`config.mk`:
```
export PLATFORM = sky130hd
export DESIGN_NAME = la_core
export DESIGN_NICKNAME = d
export VERILOG_FILES = /design/src/la_cmd_pkg.sv /design/src/la_trig_pkg.sv /design/src/trig_cfg_if.sv /design/src/capture_ctrl.sv /design/src/la_core.sv /design/src/sump_cmd_dec.sv /design/src/trig_stage.sv
export SDC_FILE = /design/constraint.sdc
export NUM_CORES = 2
export LEC_CHECK = 0
export BUFFER_PORTS_ARGS = -buffer_cell sky130_fd_sc_hd__buf_2
export CAP_MARGIN = 30
export CORE_ASPECT_RATIO = 0.7
export CORE_MARGIN = 1.5
export CORE_UTILIZATION = 30
export CTS_CLUSTER_DIAMETER = 30
export DETAILED_ROUTE_END_ITERATION = 10
export MAX_ROUTING_LAYER = met4
export PLACE_DENSITY = 0.53
export RECOVER_POWER = 100
export SETUP_SLACK_MARGIN = 0.1
export SLEW_MARGIN = 25
export SYNTH_ARGS = -nofsm -noshare
export SYNTH_HDL_FRONTEND = slang
export SYNTH_HIERARCHICAL = 1
export SYNTH_SLANG_ARGS = --single-unit
```
`constraint.sdc`:
```
create_clock -name clk_i -period 5.65 [get_ports clk_i]
set_input_delay 1.13 -clock clk_i [delete_from_list [all_inputs] [get_ports clk_i]]
set_output_delay 1.13 -clock clk_i [all_outputs]
set_load 0.01 [all_outputs]
```
`src/la_cmd_pkg.sv`:
```
// SUMP command protocol as seen after byte assembly, one opcode plus one data word
// only the subset used by the trigger/capture core is listed, other opcodes get dropped
package la_cmd_pkg;

  localparam int CMD_W       = 32; // command data word
  localparam int STG_SEL_LSB = 2;  // stage number sits in op[3:2]
  localparam int STG_SEL_W   = 2;

  // stage opcodes step by 4 per stage: 0xC0 + 4*stg + kind
  typedef enum logic [7:0] {
    OP_RESET      = 8'h00,
    OP_ARM        = 8'h01,
    OP_SET_COUNTS = 8'h81, // [31:16] delay, [15:0] read count, plain samples
    OP_SET_MASK0  = 8'hC0,
    OP_SET_VAL0   = 8'hC1,
    OP_SET_CFG0   = 8'hC2,
    OP_SET_MASK1  = 8'hC4,
    OP_SET_VAL1   = 8'hC5,
    OP_SET_CFG1   = 8'hC6,
    OP_SET_MASK2  = 8'hC8,
    OP_SET_VAL2   = 8'hC9,
    OP_SET_CFG2   = 8'hCA,
    OP_SET_MASK3  = 8'hCC,
    OP_SET_VAL3   = 8'hCD,
    OP_SET_CFG3   = 8'hCE
  } sump_op_e;

endpackage : la_cmd_pkg

```
`src/la_trig_pkg.sv`:
```
// trigger and capture types for the 32 channel core
// config word bits follow the SUMP byte layout, channel field is fixed at 5 bits
package la_trig_pkg;

  localparam int CHLS  = 32;            // sampled channels
  localparam int N_STG = 4;             // parallel trigger stages, all level 0
  localparam int DEPTH = 64;            // sample ring entries
  localparam int PTR_W = $clog2(DEPTH); // ring address
  localparam int CNT_W = 16;            // delay and read counts
  localparam int CHL_W = $clog2(CHLS);  // serial channel select

  // stage config word
  localparam int CFG_ACT    = 27; // stage may start a capture
  localparam int CFG_SER    = 26; // serial compare mode
  localparam int CFG_CHL_B4 = 24; // channel msb
  localparam int CFG_CHL_HI = 23; // channel bits 3..0
  localparam int CFG_CHL_LO = 20;

  typedef logic [CHLS-1:0] smpl_t;

  // per stage trigger state
  typedef enum logic [1:0] {
    IDLE,
    ARMD,
    MTCHD
  } stg_state_e;

  // capture controller state
  typedef enum logic [1:0] {
    STOP, // ring frozen, waiting for arm
    FILL, // pre-trigger recording
    POST, // counting post-trigger samples
    READ  // streaming out newest first
  } cap_state_e;

endpackage : la_trig_pkg

```
`src/trig_cfg_if.sv`:
```
// decoded configuration from the command decoder to all trigger stages
// strobes are one cycle wide and one-hot over the stages
interface trig_cfg_if;
  import la_cmd_pkg::*;
  import la_trig_pkg::*;

  logic [CMD_W-1:0] data;     // registered command word
  logic [N_STG-1:0] set_mask; // bit per stage
  logic [N_STG-1:0] set_val;
  logic [N_STG-1:0] set_cfg;
  logic             arm;      // common to all stages

  modport dec (
    output data,
    output set_mask,
    output set_val,
    output set_cfg,
    output arm
  );

  modport stg (
    input data,
    input set_mask,
    input set_val,
    input set_cfg,
    input arm
  );

endinterface : trig_cfg_if

```
`src/capture_ctrl.sv`:
```
// sample ring with post-trigger count and newest-first readout
// read count capped at DEPTH, readout cannot be stalled
module capture_ctrl (
  input  logic                          clk_i,
  input  logic                          rst_in,
  input  logic                          clr_i,
  input  logic                          arm_i,
  input  logic                          trig_i,
  input  logic                          smpl_stb_i,
  input  la_trig_pkg::smpl_t            smpls_i,
  input  logic [la_trig_pkg::CNT_W-1:0] delay_cnt_i,
  input  logic [la_trig_pkg::CNT_W-1:0] read_cnt_i,
  output logic                          armed_o,
  output logic                          dout_vld_o,
  output la_trig_pkg::smpl_t            dout_o
);
  import la_trig_pkg::*;

  smpl_t            mem [DEPTH];
  logic [PTR_W-1:0] wr_ptr_q, wr_ptr_d;
  logic [PTR_W-1:0] rd_ptr_q;
  logic [CNT_W-1:0] post_q;    // post-trigger samples still to store
  logic [CNT_W-1:0] rd_left_q; // words still to fetch
  logic [CNT_W-1:0] rd_cap;
  cap_state_e       state_q;
  logic             we, go_read, issue;
  logic             vld_q;
  smpl_t            dout_q;

  assign we       = smpl_stb_i && (state_q == FILL || state_q == POST);
  assign wr_ptr_d = wr_ptr_q + PTR_W'(we);
  assign rd_cap   = (read_cnt_i > CNT_W'(DEPTH)) ? CNT_W'(DEPTH) : read_cnt_i;
  assign issue    = (state_q == READ) && (rd_left_q != '0);

  // zero delay skips POST, otherwise the last post strobe ends it
  assign go_read = (state_q == FILL && trig_i && delay_cnt_i == '0) ||
                   (state_q == POST && smpl_stb_i && post_q == CNT_W'(1));

  always_ff @(posedge clk_i) begin
    if (we) mem[wr_ptr_q] <= smpls_i;
    if (issue) dout_q <= mem[rd_ptr_q]; // read register, word out 1 cycle after issue
  end

  always_ff @(posedge clk_i) begin
    if (!rst_in || clr_i) begin
      state_q   <= STOP;
      wr_ptr_q  <= '0;
      rd_ptr_q  <= '0;
      post_q    <= '0;
      rd_left_q <= '0;
      vld_q     <= 1'b0;
    end else begin
      wr_ptr_q <= wr_ptr_d;
      vld_q    <= issue;
      if (go_read) begin
        state_q   <= READ;
        rd_ptr_q  <= wr_ptr_d - PTR_W'(1); // newest stored sample
        rd_left_q <= rd_cap;
      end else begin
        case (state_q)
          STOP: if (arm_i) state_q <= FILL;
          FILL: begin
            if (trig_i) begin
              state_q <= POST;
              post_q  <= delay_cnt_i;
            end
          end
          POST: if (smpl_stb_i) post_q <= post_q - CNT_W'(1);
          READ: begin
            if (issue) begin
              rd_ptr_q  <= rd_ptr_q - PTR_W'(1); // walk backwards
              rd_left_q <= rd_left_q - CNT_W'(1);
            end
            if (!issue && !vld_q) state_q <= STOP; // last word has left
          end
          default: state_q <= STOP;
        endcase
      end
    end
  end

  assign armed_o    = (state_q == FILL) || (state_q == POST);
  assign dout_vld_o = vld_q;
  assign dout_o     = dout_q;

  // output only while streaming, READ is held until the pipeline drains
  a_vld_in_read: assert property (@(posedge clk_i) disable iff (!rst_in)
    dout_vld_o |-> state_q == READ);

endmodule : capture_ctrl

```
`src/la_core.sv`:
```
// trigger and capture core of a 32 channel SUMP analyzer, UART side not included
// trig_o goes high 1 cycle after the run pulse of any active stage
module la_core (
  input  logic                         clk_i,
  input  logic                         rst_in,
  input  logic                         cmd_stb_i,
  input  logic [7:0]                   cmd_op_i,
  input  logic [la_cmd_pkg::CMD_W-1:0] cmd_data_i,
  input  logic                         smpl_stb_i,
  input  la_trig_pkg::smpl_t           smpls_i,
  output logic                         trig_o,
  output logic                         armed_o,
  output logic                         dout_vld_o,
  output la_trig_pkg::smpl_t           dout_o
);
  import la_cmd_pkg::*;
  import la_trig_pkg::*;

  logic             core_clr;
  logic             arm;
  logic [CNT_W-1:0] delay_cnt, read_cnt;
  logic [N_STG-1:0] run; // per stage, already gated by active bit
  logic             trig_q;

  trig_cfg_if cfg_if ();

  sump_cmd_dec u_dec (
    .clk_i       (clk_i),
    .rst_in      (rst_in),
    .cmd_stb_i   (cmd_stb_i),
    .cmd_op_i    (sump_op_e'(cmd_op_i)),
    .cmd_data_i  (cmd_data_i),
    .cfg         (cfg_if),
    .core_clr_o  (core_clr),
    .arm_o       (arm),
    .delay_cnt_o (delay_cnt),
    .read_cnt_o  (read_cnt)
  );

  for (genvar g = 0; g < N_STG; g++) begin : g_stg
    trig_stage #(.STG(g)) u_stg (
      .clk_i      (clk_i),
      .rst_in     (rst_in),
      .clr_i      (core_clr),
      .cfg        (cfg_if),
      .smpl_stb_i (smpl_stb_i),
      .smpls_i    (smpls_i),
      .run_o      (run[g])
    );
  end

  // stages all sit at level 0, any one of them starts the capture
  always_ff @(posedge clk_i) begin
    if (!rst_in) begin
      trig_q <= 1'b0;
    end else begin
      trig_q <= |run;
    end
  end

  capture_ctrl u_cap (
    .clk_i       (clk_i),
    .rst_in      (rst_in),
    .clr_i       (core_clr),
    .arm_i       (arm),
    .trig_i      (trig_q),
    .smpl_stb_i  (smpl_stb_i),
    .smpls_i     (smpls_i),
    .delay_cnt_i (delay_cnt),
    .read_cnt_i  (read_cnt),
    .armed_o     (armed_o),
    .dout_vld_o  (dout_vld_o),
    .dout_o      (dout_o)
  );

  assign trig_o = trig_q;

endmodule : la_core

```
`src/sump_cmd_dec.sv`:
```
// takes one assembled SUMP command per strobe and answers 1 cycle later
// opcodes outside la_cmd_pkg::sump_op_e are silently ignored
module sump_cmd_dec (
  input  logic                           clk_i,
  input  logic                           rst_in,
  input  logic                           cmd_stb_i,
  input  la_cmd_pkg::sump_op_e           cmd_op_i,
  input  logic [la_cmd_pkg::CMD_W-1:0]   cmd_data_i,
  trig_cfg_if.dec                        cfg,
  output logic                           core_clr_o,
  output logic                           arm_o,
  output logic [la_trig_pkg::CNT_W-1:0]  delay_cnt_o,
  output logic [la_trig_pkg::CNT_W-1:0]  read_cnt_o
);
  import la_cmd_pkg::*;
  import la_trig_pkg::*;

  logic [STG_SEL_W-1:0] stg_idx;
  logic [N_STG-1:0]     mask_d, val_d, cfg_d;
  logic                 clr_d, arm_d, cnt_ld;
  logic [CMD_W-1:0]     data_q;
  logic [N_STG-1:0]     mask_q, val_q, cfg_q;
  logic                 clr_q, arm_q;
  logic [CNT_W-1:0]     delay_q, read_q;

  assign stg_idx = cmd_op_i[STG_SEL_LSB +: STG_SEL_W]; // meaningful for stage ops only

  always_comb begin
    mask_d = '0;
    val_d  = '0;
    cfg_d  = '0;
    clr_d  = 1'b0;
    arm_d  = 1'b0;
    cnt_ld = 1'b0;
    if (cmd_stb_i) begin
      case (cmd_op_i)
        OP_RESET:      clr_d  = 1'b1;
        OP_ARM:        arm_d  = 1'b1;
        OP_SET_COUNTS: cnt_ld = 1'b1;
        OP_SET_MASK0, OP_SET_MASK1, OP_SET_MASK2, OP_SET_MASK3: mask_d[stg_idx] = 1'b1;
        OP_SET_VAL0, OP_SET_VAL1, OP_SET_VAL2, OP_SET_VAL3:     val_d[stg_idx]  = 1'b1;
        OP_SET_CFG0, OP_SET_CFG1, OP_SET_CFG2, OP_SET_CFG3:     cfg_d[stg_idx]  = 1'b1;
        default: ; // unknown op is dropped
      endcase
    end
  end

  // data word only matters together with a strobe
  always_ff @(posedge clk_i) begin
    if (cmd_stb_i) data_q <= cmd_data_i;
  end

  always_ff @(posedge clk_i) begin
    if (!rst_in) begin
      mask_q <= '0;
      val_q  <= '0;
      cfg_q  <= '0;
      clr_q  <= 1'b0;
      arm_q  <= 1'b0;
    end else begin
      mask_q <= mask_d;
      val_q  <= val_d;
      cfg_q  <= cfg_d;
      clr_q  <= clr_d;
      arm_q  <= arm_d;
    end
  end

  // counts survive the RESET opcode and clear on rst_in only
  always_ff @(posedge clk_i) begin
    if (!rst_in) begin
      delay_q <= '0;
      read_q  <= '0;
    end else if (cnt_ld) begin
      delay_q <= cmd_data_i[CMD_W-1 -: CNT_W]; // upper half
      read_q  <= cmd_data_i[CNT_W-1:0];
    end
  end

  assign cfg.data     = data_q;
  assign cfg.set_mask = mask_q;
  assign cfg.set_val  = val_q;
  assign cfg.set_cfg  = cfg_q;
  assign cfg.arm      = arm_q;
  assign core_clr_o   = clr_q;
  assign arm_o        = arm_q;
  assign delay_cnt_o  = delay_q;
  assign read_cnt_o   = read_q;

  // one command per strobe, so never two stage strobes at once
  a_stb_onehot: assert property (@(posedge clk_i) disable iff (!rst_in)
    $onehot0({cfg.set_mask, cfg.set_val, cfg.set_cfg}));

endmodule : sump_cmd_dec

```
`src/trig_stage.sv`:
```
// one level-0 trigger stage, parallel or serial compare, no delay and no chaining
// serial history includes the sample being strobed, newest bit in bit 0
module trig_stage #(
  parameter int STG = 0 // stage number, picks its strobe bits
) (
  input  logic               clk_i,
  input  logic               rst_in,
  input  logic               clr_i,      // core reset from the RESET opcode
  trig_cfg_if.stg            cfg,
  input  logic               smpl_stb_i,
  input  la_trig_pkg::smpl_t smpls_i,
  output logic               run_o       // combinational, only when active
);
  import la_trig_pkg::*;

  smpl_t            mask_q, val_q;
  logic             ser_q, act_q;
  logic [CHL_W-1:0] chl_q;
  smpl_t            shft_q, shft_d;
  smpl_t            cmp_vec;
  logic             hit;
  logic             run;
  stg_state_e       state_q, state_d;

  assign shft_d  = {shft_q[CHLS-2:0], smpls_i[chl_q]}; // shift in selected channel
  assign cmp_vec = ser_q ? shft_d : smpls_i;
  assign hit     = ((cmp_vec ^ val_q) & mask_q) == '0; // masked bits all equal

  always_comb begin
    state_d = state_q;
    run     = 1'b0;
    case (state_q)
      IDLE:  if (cfg.arm) state_d = ARMD;
      ARMD:  if (smpl_stb_i && hit) state_d = MTCHD; // compare only on strobes
      MTCHD: begin
        if (smpl_stb_i) begin // next sample fires the stage
          run     = 1'b1;
          state_d = IDLE;
        end
      end
      default: state_d = IDLE;
    endcase
  end

  assign run_o = run & act_q; // inactive stages match silently

  always_ff @(posedge clk_i) begin
    if (!rst_in || clr_i) begin
      state_q <= IDLE;
    end else begin
      state_q <= state_d;
    end
  end

  // history runs on every strobe, armed or not
  always_ff @(posedge clk_i) begin
    if (!rst_in || clr_i) begin
      shft_q <= '0;
    end else if (smpl_stb_i) begin
      shft_q <= shft_d;
    end
  end

  always_ff @(posedge clk_i) begin
    if (!rst_in || clr_i) begin
      mask_q <= '0;
      val_q  <= '0;
      ser_q  <= 1'b0;
      act_q  <= 1'b0;
      chl_q  <= '0;
    end else begin
      if (cfg.set_mask[STG]) mask_q <= cfg.data[CHLS-1:0];
      if (cfg.set_val[STG])  val_q  <= cfg.data[CHLS-1:0];
      if (cfg.set_cfg[STG]) begin
        act_q <= cfg.data[CFG_ACT];
        ser_q <= cfg.data[CFG_SER];
        chl_q <= {cfg.data[CFG_CHL_B4], cfg.data[CFG_CHL_HI:CFG_CHL_LO]};
      end
    end
  end

  a_state_legal: assert property (@(posedge clk_i) disable iff (!rst_in)
    state_q inside {IDLE, ARMD, MTCHD});

  // a run pulse needs a sample and a stage that matched on an earlier strobe
  a_run_stb: assert property (@(posedge clk_i) disable iff (!rst_in)
    run_o |-> smpl_stb_i && state_q == MTCHD);

endmodule : trig_stage
```
== After elaboration in Yosys (flattened, before gate mapping) ==
Memory sizes are Yosys's and may differ from the RTL's. A register that Yosys moved wholly into a read port is not among the register bits.
Cells that the tools add are included.

* $add $sub $neg: 5
* $lt $le $gt $ge: 7
* Equality and inequality tests: 43
* Multiplexer cells: 49
* Bitwise gates (word level): 13
* Reduce and logical (&&, ||, !) cells: 49

{| class="wikitable"
|+ Operators by type and width
! operator !! count
|-
| AND 32 bit || 4
|-
| logical NOT 32 bit || 4
|-
| two-way mux 32 bit || 4
|-
| bitwise XOR 32 bit || 4
|-
| == test 8 bit, second input constant || 13
|-
| two-way mux 16 bit || 6
|-
| one-hot mux 16 bit (2 select lines) || 1
|-
| subtractor 16 x 1 -> 16 bit, second input constant || 2
|-
| one-hot mux 2 bit (3 select lines) || 5
|-
| less-than comparator 5 x 6 -> 1 bit, second input constant || 4
|-
| AND reduction 3 bit || 7
|-
| binary-select mux 1 bit (select 5 bit) || 4
|-
| != test 2 bit, second input constant || 10
|-
| two-way mux 2 bit || 9
|-
| two-way mux 6 bit || 3
|-
| == test 16 x 1 -> 1 bit, second input constant || 1
|-
| > comparator 16 x 7 -> 1 bit, second input constant || 1
|-
| logical NOT 16 bit || 1
|-
| two-way mux 1 bit || 16
|-
| nonzero test 16 bit || 1
|-
| OR reduction 4 bit || 4
|-
| == test 2 bit, second input constant || 6
|-
| logical AND 1 bit || 12
|-
| subtractor 6 x 1 -> 6 bit, second input constant || 2
|-
| 18 further kinds || 42
|}

* Flip-flop bits (word level): 542
* Bits in writable memories: 2,048
* Input port bits: 76
* Output and inout port bits: 35
* Word-level logic and storage cells: 210
* Memories: 1

{| class="wikitable"
|+ Memories
! name !! depth !! width !! read ports !! clocked after memory_dff !! wr ports !! line !! text
|-
| u_cap.mem || 64 || 32 || 1 || 1 || 1 || capture_ctrl.sv:19 || <nowiki>smpl_t mem [DEPTH];</nowiki>
|}

== Depth between registers and ports, before layout ==
* Depth after elaboration: 9
* Gate-level depth with buffers: 12
* Gate-level depth less buffers: 11

== By module ==
The synthesis kept the hierarchy.

{| class="wikitable"
|+ By module, submodules not included
! module !! instances !! cells an instance !! area each (µm²) !! seq. area each (µm²)
|-
| capture_ctrl || 1 || 3,764 || 81,834.7 || 63,400.8
|-
| trig_stage || 4 || 499 || 4,883.4 || 2,082.0
|-
| sump_cmd_dec || 1 || 213 || 2,698.8 || 1,881.8
|-
| la_core || 1 || 2 || 31.3 || 20.0
|}

== Least setup slack after synthesis ==
No wires, ideal clock.

* Kind: input port to flip-flop
* Start point: in smpl_stb_i
* End point: mem u_cap/mem[32][0] (netlist bit) (enable)
* Library setup time: 0.461 ns
* Arrival: 3.852 ns
* Data required time: 5.189 ns
* Path slack: 1.337 ns
* Stages on the path: 4
* Buffers on the path: 0
* Path through: and2_1 -> nor2b_1 -> nand2_1 -> nor3_1

* Cells in the longest elaborated chain, start to end: 3

{| class="wikitable"
|+ RTL lines
! what !! line !! text
|-
| from (decl) || la_core.sv:9 || <nowiki>input logic smpl_stb_i,</nowiki>
|-
| logical AND 1 bit || capture_ctrl.sv:30 || <nowiki>assign we = smpl_stb_i && (state_q == FILL || state_q == POST);</nowiki>
|-
| two-way mux 1 bit || capture_ctrl.sv:40 || <nowiki>if (we) mem[wr_ptr_q] <= smpls_i;</nowiki>
|-
| two-way mux 1 bit (not written as such) || capture_ctrl.sv:40 ||
|-
| to (decl) || capture_ctrl.sv:19 ||
|}

No other way between the ends.

== Worst setup path after layout ==
* Start point: in smpls_i[7]
* End point: mem u_cap/mem[6][7] (netlist bit) (data pin)

{| class="wikitable"
|+ RTL lines
! what !! line !! text
|-
| from (decl) || la_core.sv:10 || <nowiki>input la_trig_pkg::smpl_t smpls_i,</nowiki>
|}

Straight into the memory's write port.

==> metrics <==
Seq pwr share 45.1%; Horiz. Die Dim 707.1 µm; Post-CTS Hold Buffers 0; post-layout min period 4886 ps; most frequent CP cell clkbuf_1; kind of critical path in2reg; P_sw 10,040 µW; top cells by count, synth edfxtp_1, mux2i_1, nor2_1; final setup fails 0; post-cts sizing count 0; mapped cell area 104,100 µm²; synthesized flop and latch total 2,622; endpoint class of the critical path register; Num CTS Buffers 405; Overflow after GRT 0; Initial Utilization 30.23%; Pre-antenna DRT Iters 5; Post-Place Setup Slack 1499 ps; CP peak stage delay 1570 ps; CP Max Fanout 32; final worst setup slack 763.5 ps; HP Start cmd_data_i[8]; most common cell in the netlist edfxtp_1; H-Tree Level Count 5; cell total after placement 10,512; Post-Route WL 325,700 µm; post-CTS setup buffers 0; Synth area leader edfxtp_1; Root Buffer clkbuf_16; pwr dens 375.7 nW/µm²; total negative setup slack 0 ps; Worst-Skew Late Latency 940 ps; DR WL/cell 28.91 µm; internal power 36,570 µW; crit-path cells clkbuf_1 -> clkbuf_1 -> clkbuf_2; average via count per standard cell 5.236; Max Buffers Root-to-Sink 4; final non-filler cell total 11,265; unrepaired setup endpoints after global routing no; final period utilization 86.49%; first-pass GRT wire length 450,700 µm; antenna-violating nets left 0; top cells by area, synth edfxtp_1, mux4_2, dfxtp_1, mux2i_1, nor2_1; num ports 111; sequential share of the synthesized area 70.73%; CTS tree yes; Max Cap Violations 77; worst r2r dst u_cap/mem[58][30]; largest net degree at the start of global routing 89; vias in the first global route 56,696; Distinct cells, synth 71; HP Class in2reg; worst r2r src u_cap/state_q[0]; DRT iter0 DRCs 8,001; Hold Path End u_dec/cfg.data[8]; DIE HEIGHT 495.8 µm; detailed-route via count 58,983; Clk pwr share 52.7%; skew final 98.95 ps; relative slew slack -188.6%; total clock sinks 2,622; R2R depth 8; slowest CP cell clkbuf_1; Slew Viols, Final 2,632; layout cells sized above 1 21.55%; syn_area_per_cell 17.42 µm²; Slew @ Worst Pin 4330 ps; Arrival @ worst endpoint 5390 ps; Leakage Power 0.03818 µW; Critical Path RT 6160 ps; R2R setup slack 890 ps; Max Clk Rate 0.2046 GHz; antenna violations before repair 51; row count 180; synthesized net count 6,062; NumNets Final 6,462; Area after DPL 111,200 µm²; Most used DFF post-synth edfxtp_1; Post-Synthesis Cells 5,975; DP HPWL 207,300 µm; Area Growth Syn to Fin 19.16%; Final Hold Vio Count 0; hold path cells 1; Total GRT Usage 18.65%; ys async rst share 0%; DRC viols 0; IO buf count 110; outcome finished, violations left; Comb pwr share 2.1%; Post-synth EDFFs 2,112; Yosys top cell area share 60.92%; die area 350,600 µm²; post-route cell area 124,000 µm²; critical path startpoint category input pin; gp weighted congestion 0.8410; failing checks capacitance limit, slew limit; Sw Share 21.54%; maximum VDD drop 0.2565 mV; Clock transition at path regs 50 ps; Synth Warn # 6; core footprint 344,400 µm²
## area by class of cell
| class | count | area (µm²) |
|---|---|---|
| multi-input cells | 2989 | 29040 |
| repair buffers | 346 | 2155 |
| clock buffers | 462 | 10580 |
| inverters | 11 | 41.29 |
| fillers | 32028 | 220300 |
| diodes | 15 | 37.54 |
| flip-flops and latches | 2622 | 73660 |
| clock inverters | 270 | 2838 |
| well taps | 4550 | 5693 |
## how the worst max path moves through the flow
stage	start	to
after global routing	smpls_i[7]	u_cap/mem[21][7]
after CTS	u_cap/rd_ptr_q[0]	u_cap/dout_o[10]
after global placement	smpl_stb_i	u_cap/mem[62][30]
final	smpls_i[7]	u_cap/mem[6][7]
after floorplan	smpl_stb_i	u_cap/mem[32][0]
after detailed placement	smpl_stb_i	u_cap/mem[6][10]
## cell usage in the layout (no fill, tap or decap), drive strengths merged, types with 145 or more instances in the layout
cell type  instances
dfxtp            510
mux4             474
clkbuf           661
mux2i            778
clkinv           145
a22oi            242
buf              147
edfxtp          2112
nor2             532
nand2            213
## state kept, by name, summed over array words and instances (netlist names), 20 cells and up
| name | flops |
|---|---|
| u_dec/cfg.data | 32 |
| u_cap/mem | 2048 |
| u_cap/dout_o | 32 |
| g_stg.u_stg/val_q | 128 |
| g_stg.u_stg/chl_q | 20 |
| g_stg.u_stg/mask_q | 128 |
| g_stg.u_stg/shft_q | 124 |
## cells by family (layout without fill, tap and decap cells)
logic type / after synthesis / after routing / synth area share (%)
xor+xnor: 98 / 98 / 0.8245
flops: 2622 / 2622 / 70.73
buf+inv: 364 / 1089 / 1.762
simple gates: 1056 / 1056 / 4.667
fa+ha+maj: 11 / 11 / 0.1322
mux: 1291 / 1291 / 18.16
compound gates: 533 / 533 / 3.725
other cells: 0 / 15 / 0
## per-stage QoR
step                hold WS [ps]  power (µW)  utilization (%)
floorplan                  434.4       21660                -
global placement           443.6       22380            32.26
detailed placement         449.6       22410            32.30
CTS                        300.8       47000            36.20
global route               332.5       47870            36.02
finish                     384.7       46610            36.02
## layer usage
metal  up-vias  global-route usage, %  wire length (µm)
li1      24622                      -                 -
met1     31060                  28.42            151000
met2      2906                  24.89            133600
met3       395                  4.599             35310
met4         0                  3.728              5743
met5         -                      -                 0
## power by group through the flow
stage	registers, µW	logic, µW	clock network [µW]
final	21000	986	24600
after global routing	21000	1040	25800
after CTS	21000	1010	25000
after detailed placement	21400	1010	0
after global placement	21400	977	0
after floorplan	21300	315	0
## critical path: cells and delay by family
family | cells | cell delay [ps]
buffers and inverters | 3 | 4100
Power figures use the tool's default switching activity.
